### src/hdl/ntm_params.svh
////////////////////
// Sizing macros for the cell-state update datapath
// Include wherever widths or memory depth are needed
////////////////////

`ifndef NTM_PARAMS_SVH
`define NTM_PARAMS_SVH

// Element width, signed Q7.8
`define NTM_DATA_W 16

// Fraction bits of the fixed-point format
`define NTM_FRAC_W 8

// State memory depth, one word per element
`define NTM_MAX_L 16

// Element index width, log2 of NTM_MAX_L
`define NTM_IDX_W 4

`endif

### src/hdl/ntm_fixed_pkg.sv
////////////////////
// Fixed-point value types for the datapath stages
// Also used by the testbench reference model
////////////////////

`include "ntm_params.svh"

package ntm_fixed_pkg;

  ////////////////////
  // Element values
  ////////////////////

  // One signed element, Q7.8
  typedef logic signed [`NTM_DATA_W-1:0] data_t;

  ////////////////////
  // Intermediate values
  ////////////////////

  // Product after the fraction shift
  // Kept at double width, no clipping before the add
  typedef logic signed [2*`NTM_DATA_W-1:0] prod_t;

  // Sum of two products plus one guard bit
  // Saturated back to data_t afterwards
  typedef logic signed [2*`NTM_DATA_W:0] sum_t;

endpackage

### src/hdl/ntm_ctrl_pkg.sv
////////////////////
// Control types for the vector sequencer
////////////////////

`include "ntm_params.svh"

package ntm_ctrl_pkg;

  // Element position within a vector
  typedef logic [`NTM_IDX_W-1:0] idx_t;

  // Vector length, 1 up to NTM_MAX_L, one extra bit
  typedef logic [`NTM_IDX_W:0] len_t;

  // Sequencer FSM
  typedef enum logic {
    IDLE,
    RUN
  } seq_state_t;

endpackage

### src/hdl/gate_stream_if.sv
////////////////////
// One element in flight between two pipeline stages
////////////////////

`timescale 1ns/1ps

interface gate_stream_if;

  // Element valid, single cycle
  logic strobe;
  // Final element of the vector
  logic last;
  // Element position, used for the write-back
  ntm_ctrl_pkg::idx_t idx;

  // Operand pairs, sequencer to product stage
  // Pair 0 is (f, s_prev), pair 1 is (i, a)
  ntm_fixed_pkg::data_t op_a0;
  ntm_fixed_pkg::data_t op_b0;
  ntm_fixed_pkg::data_t op_a1;
  ntm_fixed_pkg::data_t op_b1;

  // Scaled products, product stage to sum stage
  ntm_fixed_pkg::prod_t p0;
  ntm_fixed_pkg::prod_t p1;

  // Driving stage
  modport src (output strobe, last, idx, op_a0, op_b0, op_a1, op_b1, p0, p1);

  // Receiving stage
  modport dst (input strobe, last, idx, op_a0, op_b0, op_a1, op_b1, p0, p1);

endinterface

### src/hdl/state_vector_seq.sv
////////////////////
// Vector sequencer and per-element state memory
// First pipeline stage, feeds operands plus s_prev downstream
////////////////////

`timescale 1ns/1ps

`include "ntm_params.svh"

module state_vector_seq (
  input  logic                      CLK,
  input  logic                      RST,
  input  logic                      START,
  input  ntm_ctrl_pkg::len_t        SIZE_L,
  input  logic                      CLEAR,
  input  logic                      IN_STROBE,
  input  ntm_fixed_pkg::data_t      I_IN,
  input  ntm_fixed_pkg::data_t      F_IN,
  input  ntm_fixed_pkg::data_t      A_IN,
  input  logic                      wb_strobe,
  input  ntm_ctrl_pkg::idx_t        wb_idx,
  input  ntm_fixed_pkg::data_t      wb_data,
  gate_stream_if.src                out
);

  ntm_ctrl_pkg::seq_state_t state;
  ntm_ctrl_pkg::len_t       len_q;
  ntm_ctrl_pkg::idx_t       idx_q;

  // s(t-1) for every element
  ntm_fixed_pkg::data_t     state_mem [`NTM_MAX_L];

  logic accept;
  logic is_last;
  logic clear_go;

  ////////////////////
  // Handshake decode
  ////////////////////

  // Elements only count while a vector is open
  assign accept   = IN_STROBE && (state == ntm_ctrl_pkg::RUN);
  // Count reaches the latched length
  assign is_last  = (ntm_ctrl_pkg::len_t'(idx_q) + 1'b1) == len_q;
  // Clear only between vectors
  assign clear_go = CLEAR && (state == ntm_ctrl_pkg::IDLE);

  ////////////////////
  // FSM and counters
  ////////////////////

  always_ff @(posedge CLK or posedge RST) begin
    if (RST) begin
      state      <= ntm_ctrl_pkg::IDLE;
      len_q      <= '0;
      idx_q      <= '0;
      out.strobe <= 1'b0;
    end else begin
      out.strobe <= accept;
      case (state)
        ntm_ctrl_pkg::IDLE: begin
          // Zero length would never close, so it is not started
          if (START && (SIZE_L != '0)) begin
            len_q <= SIZE_L;
            idx_q <= '0;
            state <= ntm_ctrl_pkg::RUN;
          end
        end
        ntm_ctrl_pkg::RUN: begin
          // START here is ignored
          if (IN_STROBE) begin
            idx_q <= idx_q + ntm_ctrl_pkg::idx_t'(1);
            if (is_last) begin
              state <= ntm_ctrl_pkg::IDLE;
            end
          end
        end
        default: begin
          state <= ntm_ctrl_pkg::IDLE;
        end
      endcase
    end
  end

  ////////////////////
  // State memory
  ////////////////////

  // CLEAR takes priority over a write-back on the same edge
  always_ff @(posedge CLK or posedge RST) begin
    if (RST) begin
      for (int k = 0; k < `NTM_MAX_L; k++) begin
        state_mem[k] <= '0;
      end
    end else if (clear_go) begin
      for (int k = 0; k < `NTM_MAX_L; k++) begin
        state_mem[k] <= '0;
      end
    end else if (wb_strobe) begin
      state_mem[wb_idx] <= wb_data;
    end
  end

  ////////////////////
  // Operand register
  ////////////////////

  // Memory read is combinational, captured with the inputs
  always_ff @(posedge CLK) begin
    if (accept) begin
      out.op_a0 <= F_IN;
      out.op_b0 <= state_mem[idx_q];
      out.op_a1 <= I_IN;
      out.op_b1 <= A_IN;
      out.idx   <= idx_q;
      out.last  <= is_last;
    end
  end

endmodule

### src/hdl/gate_product_stage.sv
////////////////////
// Second pipeline stage, both gate products per element
////////////////////

`timescale 1ns/1ps

`include "ntm_params.svh"

module gate_product_stage (
  input  logic       CLK,
  input  logic       RST,
  gate_stream_if.dst in_s,
  gate_stream_if.src out_p
);

  // Full-width signed products, Q14.16
  ntm_fixed_pkg::prod_t prod0_full;
  ntm_fixed_pkg::prod_t prod1_full;

  // Back to 8 fraction bits
  ntm_fixed_pkg::prod_t prod0_scaled;
  ntm_fixed_pkg::prod_t prod1_scaled;

  ////////////////////
  // Multiply
  ////////////////////

  // f * s_prev
  assign prod0_full = ntm_fixed_pkg::prod_t'(in_s.op_a0) * ntm_fixed_pkg::prod_t'(in_s.op_b0);

  // i * a
  assign prod1_full = ntm_fixed_pkg::prod_t'(in_s.op_a1) * ntm_fixed_pkg::prod_t'(in_s.op_b1);

  // Arithmetic shift, rounds toward minus infinity
  assign prod0_scaled = prod0_full >>> `NTM_FRAC_W;
  assign prod1_scaled = prod1_full >>> `NTM_FRAC_W;

  ////////////////////
  // Stage register
  ////////////////////

  // Strobe only, cleared on reset
  always_ff @(posedge CLK or posedge RST) begin
    if (RST) begin
      out_p.strobe <= 1'b0;
    end else begin
      out_p.strobe <= in_s.strobe;
    end
  end

  // Payload follows the strobe
  always_ff @(posedge CLK) begin
    if (in_s.strobe) begin
      out_p.p0   <= prod0_scaled;
      out_p.p1   <= prod1_scaled;
      out_p.idx  <= in_s.idx;
      out_p.last <= in_s.last;
    end
  end

endmodule

### src/hdl/gate_sum_stage.sv
////////////////////
// Final stage, saturating add, result output and state write-back
////////////////////

`timescale 1ns/1ps

`include "ntm_params.svh"

module gate_sum_stage (
  input  logic                 CLK,
  input  logic                 RST,
  gate_stream_if.dst           in_p,
  output logic                 S_OUT_STROBE,
  output ntm_fixed_pkg::data_t S_OUT,
  output logic                 READY,
  output logic                 wb_strobe,
  output ntm_ctrl_pkg::idx_t   wb_idx,
  output ntm_fixed_pkg::data_t wb_data
);

  // Clamp limits of data_t
  localparam ntm_fixed_pkg::data_t DATA_MAX = {1'b0, {(`NTM_DATA_W-1){1'b1}}};
  localparam ntm_fixed_pkg::data_t DATA_MIN = {1'b1, {(`NTM_DATA_W-1){1'b0}}};

  ntm_fixed_pkg::sum_t  sum_full;
  ntm_fixed_pkg::data_t sum_sat;
  ntm_ctrl_pkg::idx_t   idx_q;

  ////////////////////
  // Add and clamp
  ////////////////////

  // Guard bit keeps the add exact
  assign sum_full = ntm_fixed_pkg::sum_t'(in_p.p0) + ntm_fixed_pkg::sum_t'(in_p.p1);

  always_comb begin
    if (sum_full > ntm_fixed_pkg::sum_t'(DATA_MAX)) begin
      sum_sat = DATA_MAX;
    end else if (sum_full < ntm_fixed_pkg::sum_t'(DATA_MIN)) begin
      sum_sat = DATA_MIN;
    end else begin
      sum_sat = ntm_fixed_pkg::data_t'(sum_full);
    end
  end

  ////////////////////
  // Output register
  ////////////////////

  // S_OUT holds its last value between strobes
  always_ff @(posedge CLK or posedge RST) begin
    if (RST) begin
      S_OUT_STROBE <= 1'b0;
      READY        <= 1'b0;
      S_OUT        <= '0;
    end else begin
      S_OUT_STROBE <= in_p.strobe;
      // Pulses once, with the last element
      READY        <= in_p.strobe && in_p.last;
      if (in_p.strobe) begin
        S_OUT <= sum_sat;
      end
    end
  end

  // Element index travels with the result
  always_ff @(posedge CLK) begin
    if (in_p.strobe) begin
      idx_q <= in_p.idx;
    end
  end

  ////////////////////
  // Write-back
  ////////////////////

  // Memory takes the registered result on the next edge
  assign wb_strobe = S_OUT_STROBE;
  assign wb_idx    = idx_q;
  assign wb_data   = S_OUT;

endmodule

### src/hdl/state_gate_vector.sv
////////////////////
// Cell-state update s = f*s_prev + i*a, one element per strobe
// Top level, three cycles from IN_STROBE to S_OUT_STROBE
////////////////////

`timescale 1ns/1ps

module state_gate_vector (
  // Clock and reset
  input  logic                 CLK,
  input  logic                 RST,

  // Vector control
  input  logic                 START,
  input  ntm_ctrl_pkg::len_t   SIZE_L,
  input  logic                 CLEAR,
  output logic                 READY,

  // Element input
  input  logic                 IN_STROBE,
  input  ntm_fixed_pkg::data_t I_IN,
  input  ntm_fixed_pkg::data_t F_IN,
  input  ntm_fixed_pkg::data_t A_IN,

  // Element output
  output logic                 S_OUT_STROBE,
  output ntm_fixed_pkg::data_t S_OUT
);

  // State write-back, sum stage to memory
  logic                 wb_strobe;
  ntm_ctrl_pkg::idx_t   wb_idx;
  ntm_fixed_pkg::data_t wb_data;

  ////////////////////
  // Stage links
  ////////////////////

  // Operands plus s_prev
  gate_stream_if seq_s ();
  // Scaled products
  gate_stream_if prod_s ();

  ////////////////////
  // Pipeline
  ////////////////////

  // Stage 1, sequencer and state memory
  state_vector_seq seq0 (
    .CLK      (CLK),
    .RST      (RST),
    .START    (START),
    .SIZE_L   (SIZE_L),
    .CLEAR    (CLEAR),
    .IN_STROBE(IN_STROBE),
    .I_IN     (I_IN),
    .F_IN     (F_IN),
    .A_IN     (A_IN),
    .wb_strobe(wb_strobe),
    .wb_idx   (wb_idx),
    .wb_data  (wb_data),
    .out      (seq_s.src)
  );

  // Stage 2, products
  gate_product_stage prod0 (
    .CLK  (CLK),
    .RST  (RST),
    .in_s (seq_s.dst),
    .out_p(prod_s.src)
  );

  // Stage 3, saturating sum and write-back
  gate_sum_stage sum0 (
    .CLK         (CLK),
    .RST         (RST),
    .in_p        (prod_s.dst),
    .S_OUT_STROBE(S_OUT_STROBE),
    .S_OUT       (S_OUT),
    .READY       (READY),
    .wb_strobe   (wb_strobe),
    .wb_idx      (wb_idx),
    .wb_data     (wb_data)
  );

endmodule

### config.mk
export PLATFORM = sky130hd
export DESIGN_NAME = state_gate_vector
export DESIGN_NICKNAME = d
export VERILOG_FILES = /design/src/hdl/ntm_fixed_pkg.sv /design/src/hdl/ntm_ctrl_pkg.sv /design/src/hdl/gate_stream_if.sv /design/src/hdl/state_vector_seq.sv /design/src/hdl/gate_product_stage.sv /design/src/hdl/gate_sum_stage.sv /design/src/hdl/state_gate_vector.sv
export VERILOG_INCLUDE_DIRS = /design/src /design/src/hdl
export SDC_FILE = /design/constraint.sdc
export NUM_CORES = 2
export LEC_CHECK = 0
export ABC_AREA = 1
export BUFFER_PORTS_ARGS = -buffer_cell sky130_fd_sc_hd__buf_4
export CELL_PAD_IN_SITES_DETAIL_PLACEMENT = 1
export CELL_PAD_IN_SITES_GLOBAL_PLACEMENT = 1
export CORE_MARGIN = 5
export CORE_UTILIZATION = 50
export DETAILED_ROUTE_END_ITERATION = 10
export PLACE_DENSITY = 0.89
export SYNTH_ARGS = -nofsm -noshare
export SYNTH_HDL_FRONTEND = slang
export SYNTH_SLANG_ARGS = --single-unit
### constraint.sdc
create_clock -name CLK -period 11.1 [get_ports CLK]
set_clock_uncertainty 0.1 [all_clocks]
set_input_delay 1.665 -clock CLK [delete_from_list [all_inputs] [get_ports CLK]]
set_output_delay 1.665 -clock CLK [all_outputs]
set_load 0.01 [all_outputs]
==> flow_metrics.py <==
metrics = {
    "grt": {
        "antenna_found_initial": 0,
        "grt_max_degree": 181,
        "grt_first_pass_wirelength_um": 196000,
        "grt_overflow": 0,
        "grt_use_total_pct": 30.0,
        "grt_pass1_vias": 35800,
    },
    "worst_setup_path": {
        "worstSetupPathType": "flop to flop",
        "crit_path_start": "seq0.out.op_b1[7]",
        "r2r-start": "seq0.out.op_b1[7]",
        "startpoint_type": "flop",
        "cp.required_ns": 11.32,
        "worstPathArrival_ns": 7.00,
        "critical_path.max_fanout": 16,
        "cp-end-kind": "flop",
    },
    "detailed_routing": {
        "drt-total-wl_um": 122000,
        "vias": 31200,
        "vias_per_cell": 5.69,
        "ant_nets": 0,
        "drcViolationCount": 0,
        "dr.first_iter.drc_count": 2421,
        "wl_per_cell_um": 22.3,
        "dr.pass1.iters": 5,
    },
    "timing": {
        "rsz0062_at_grt": "no",
        "setup_violations": 0,
        "drv_slew": 0,
        "min_period_ns": 6.79,
        "timing.setup.tns_ns": 0,
        "fin_crit_sh_pct": 61.2,
        "tightest_slew_ns": 1.28,
        "hold_viol": 0,
        "slew_headroom_pct": 14.4,
        "fmax_mhz": 147,
    },
    "clock_tree": {
        "post_cts.repair.setup_buffers": 0,
        "clockBufferDepth": 3,
        "cts.htree.levels": 2,
        "cts_made_buffers": 47,
        "clock-sinks": 412,
        "cts_resized": 0,
        "cts_root_buf": "clkbuf_16",
        "cts_tree": "built",
        "cts_hold_buf": 0,
        "clk_latency_ns": 0.65,
        "clk_pin_slew_worst_paths_ns": 0.06,
    },
    "logic_synthesis": {
        "synth_area_leaders": "fa_1 27%, dfrtp_1 19%, inv_1 10%, edfxtp_1 9.8%, nand2_1 8.6%",
        "syn_nets": 5271,
        "ys_types": 50,
        "synth_top_cell_area_share_pct": 27.1,
        "yosysWarningCount": 0,
        "netlist_area_um2": 38600,
        "synth-seq-cells": 412,
        "ys_seq_area_share_pct": 28.3,
        "synth-async-reset-ratio_pct": 69.4,
        "yosysTopAreaCell": "fa_1",
        "synth_edf_count": 126,
        "syn_area_per_cell_um2": 8.57,
        "synth_cells": 4507,
        "synth_ff_type": "dfrtp_1",
    },
    "final_layout": {
        "layout_commonest_cell": "inv_1",
        "fin_nets": 5179,
        "most-common-layout-cells": "1,046 x inv_1, 883 x nand2_1, 523 x fa_1",
        "synthToLayoutAreaGrowth_pct": 7.03,
        "drive_gt1_share_pct": 4.83,
        "diodes": 0,
        "post-route-cell-area_um2": 41300,
    },
    "floorplanning": {
        "die-width_um": 288,
        "fp-row-count": 102,
        "coreArea_um2": 77100,
        "initial_core_util_pct": 50.1,
        "fp.dieH_um": 288,
        "io_pins": 76,
        "die_area_um2": 82900,
    },
    "placed_design": {
        "dp_hpwl_um": 89300,
        "gp_congestion": 0.920,
        "dpl_cell_area_um2": 39800,
        "port_buffers": 75,
    },
    "hold_path": {
        "min-delay-start": "prod0.out_p.idx[0]",
        "min_path_type": "flop to flop",
    },
    "status": {
        "status": "completed",
    },
    "flow_run": {
        "cap_violations": 0,
    },
}
-- critical path: stages (launching register included) --
cell and delay [ns]:
edfxtp_1 0.85, nand2_1 0.33, fa_1 0.60, inv_1 0.14
fa_1 0.65, inv_1 0.11, fa_1 0.52, inv_1 0.08
fa_1 0.52, inv_1 0.06, fa_1 0.47, inv_1 0.05
fa_1 0.44, ha_1 0.34, inv_1 0.09, nor3_1 0.29
nor3b_1 0.38, nand4_1 0.24, nand4_1 0.15, xor2_1 0.08
-- final timing paths --
path	endpoint	slack, ns	cells after the start
worst min register to register	sum0.wb_idx[0]	0.32	0
worst min-delay path	sum0.wb_idx[0]	0.32	0
worst max register to register	prod0.out_p.p1[22]	4.31	19
worst max-delay path	prod0.out_p.p1[22]	4.31	19
max in group asynchronous	seq0.state_mem[136]	8.34	3
min in group asynchronous	sum0.S_OUT_STROBE	1.07	2
-- routing by layer --
metal	vias to the layer above	track usage, %	share of wire, %
met4	0	13.6	5.0
met1	16000	36.4	38
met3	400	4.39	6.2
met2	1212	52.9	51
met5	-	0	0
li1	13600	-	-
-- cell usage after synthesis, types with 106 or more instances --
library cell  count
ha_1            183
nand3_1         220
nor2_1          150
o22ai_1         106
fa_1            523
o21ai_0         313
clkbuf_1        223
edfxtp_1        126
dfrtp_1         286
nand2_1         884
inv_1          1048
a21oi_1         182
-- metrics by stage --
stage               hold WS (ns)  std cells  util (%)  setup slack (ns)
CTS                        0.322       5490      53.6              4.26
floorplan                  0.300       4507         -              1.44
global placement           0.302       5406      51.6              4.71
global route               0.325       5490      53.6              3.97
finish                     0.321       5490      53.6              4.31
detailed placement         0.306       5406      51.6              4.33
-- cell families after synthesis --
kind of cell             Yosys count  synth area share (%)
XOR/XNOR                          86                  2.00
buffers and inverters           1291                  12.6
AO/OA/AOI/OAI                    684                  9.88
flip-flops                       412                  28.3
multiplexers                       2                0.0583
AND/OR/NAND/NOR                 1326                  14.1
adder cells (fa/ha/maj)          706                  33.0
-- registers in the layout (all words and copies together) (netlist names), 4 cells and up --
| name | flops |
|---|---|
| prod0.out_p.p1 | 24 |
| seq0.out.op_a0 | 16 |
| prod0.out_p.idx | 4 |
| seq0.state_mem | 256 |
| sum0.S_OUT | 16 |
| seq0.out.op_b0 | 16 |
| seq0.idx_q | 4 |
| seq0.out.idx | 4 |
| prod0.out_p.p0 | 24 |
| seq0.out.op_a1 | 16 |
| seq0.len_q | 5 |
| seq0.out.op_b1 | 16 |
| sum0.wb_idx | 4 |
-- final cells by class --
type,count,area [um2]
Timing Repair Buffer,97,741
Multi-Input combinational cell,2804,22800
Clock inverter,14,198
Tap cell,1040,1300
Fill cell,9123,35700
Sequential cell,412,10900
Clock buffer,70,1380
Inverter,1053,3960
Power is not shown: default switching activity piles up to over one toggle a cycle in this logic, so the estimate is an artifact.
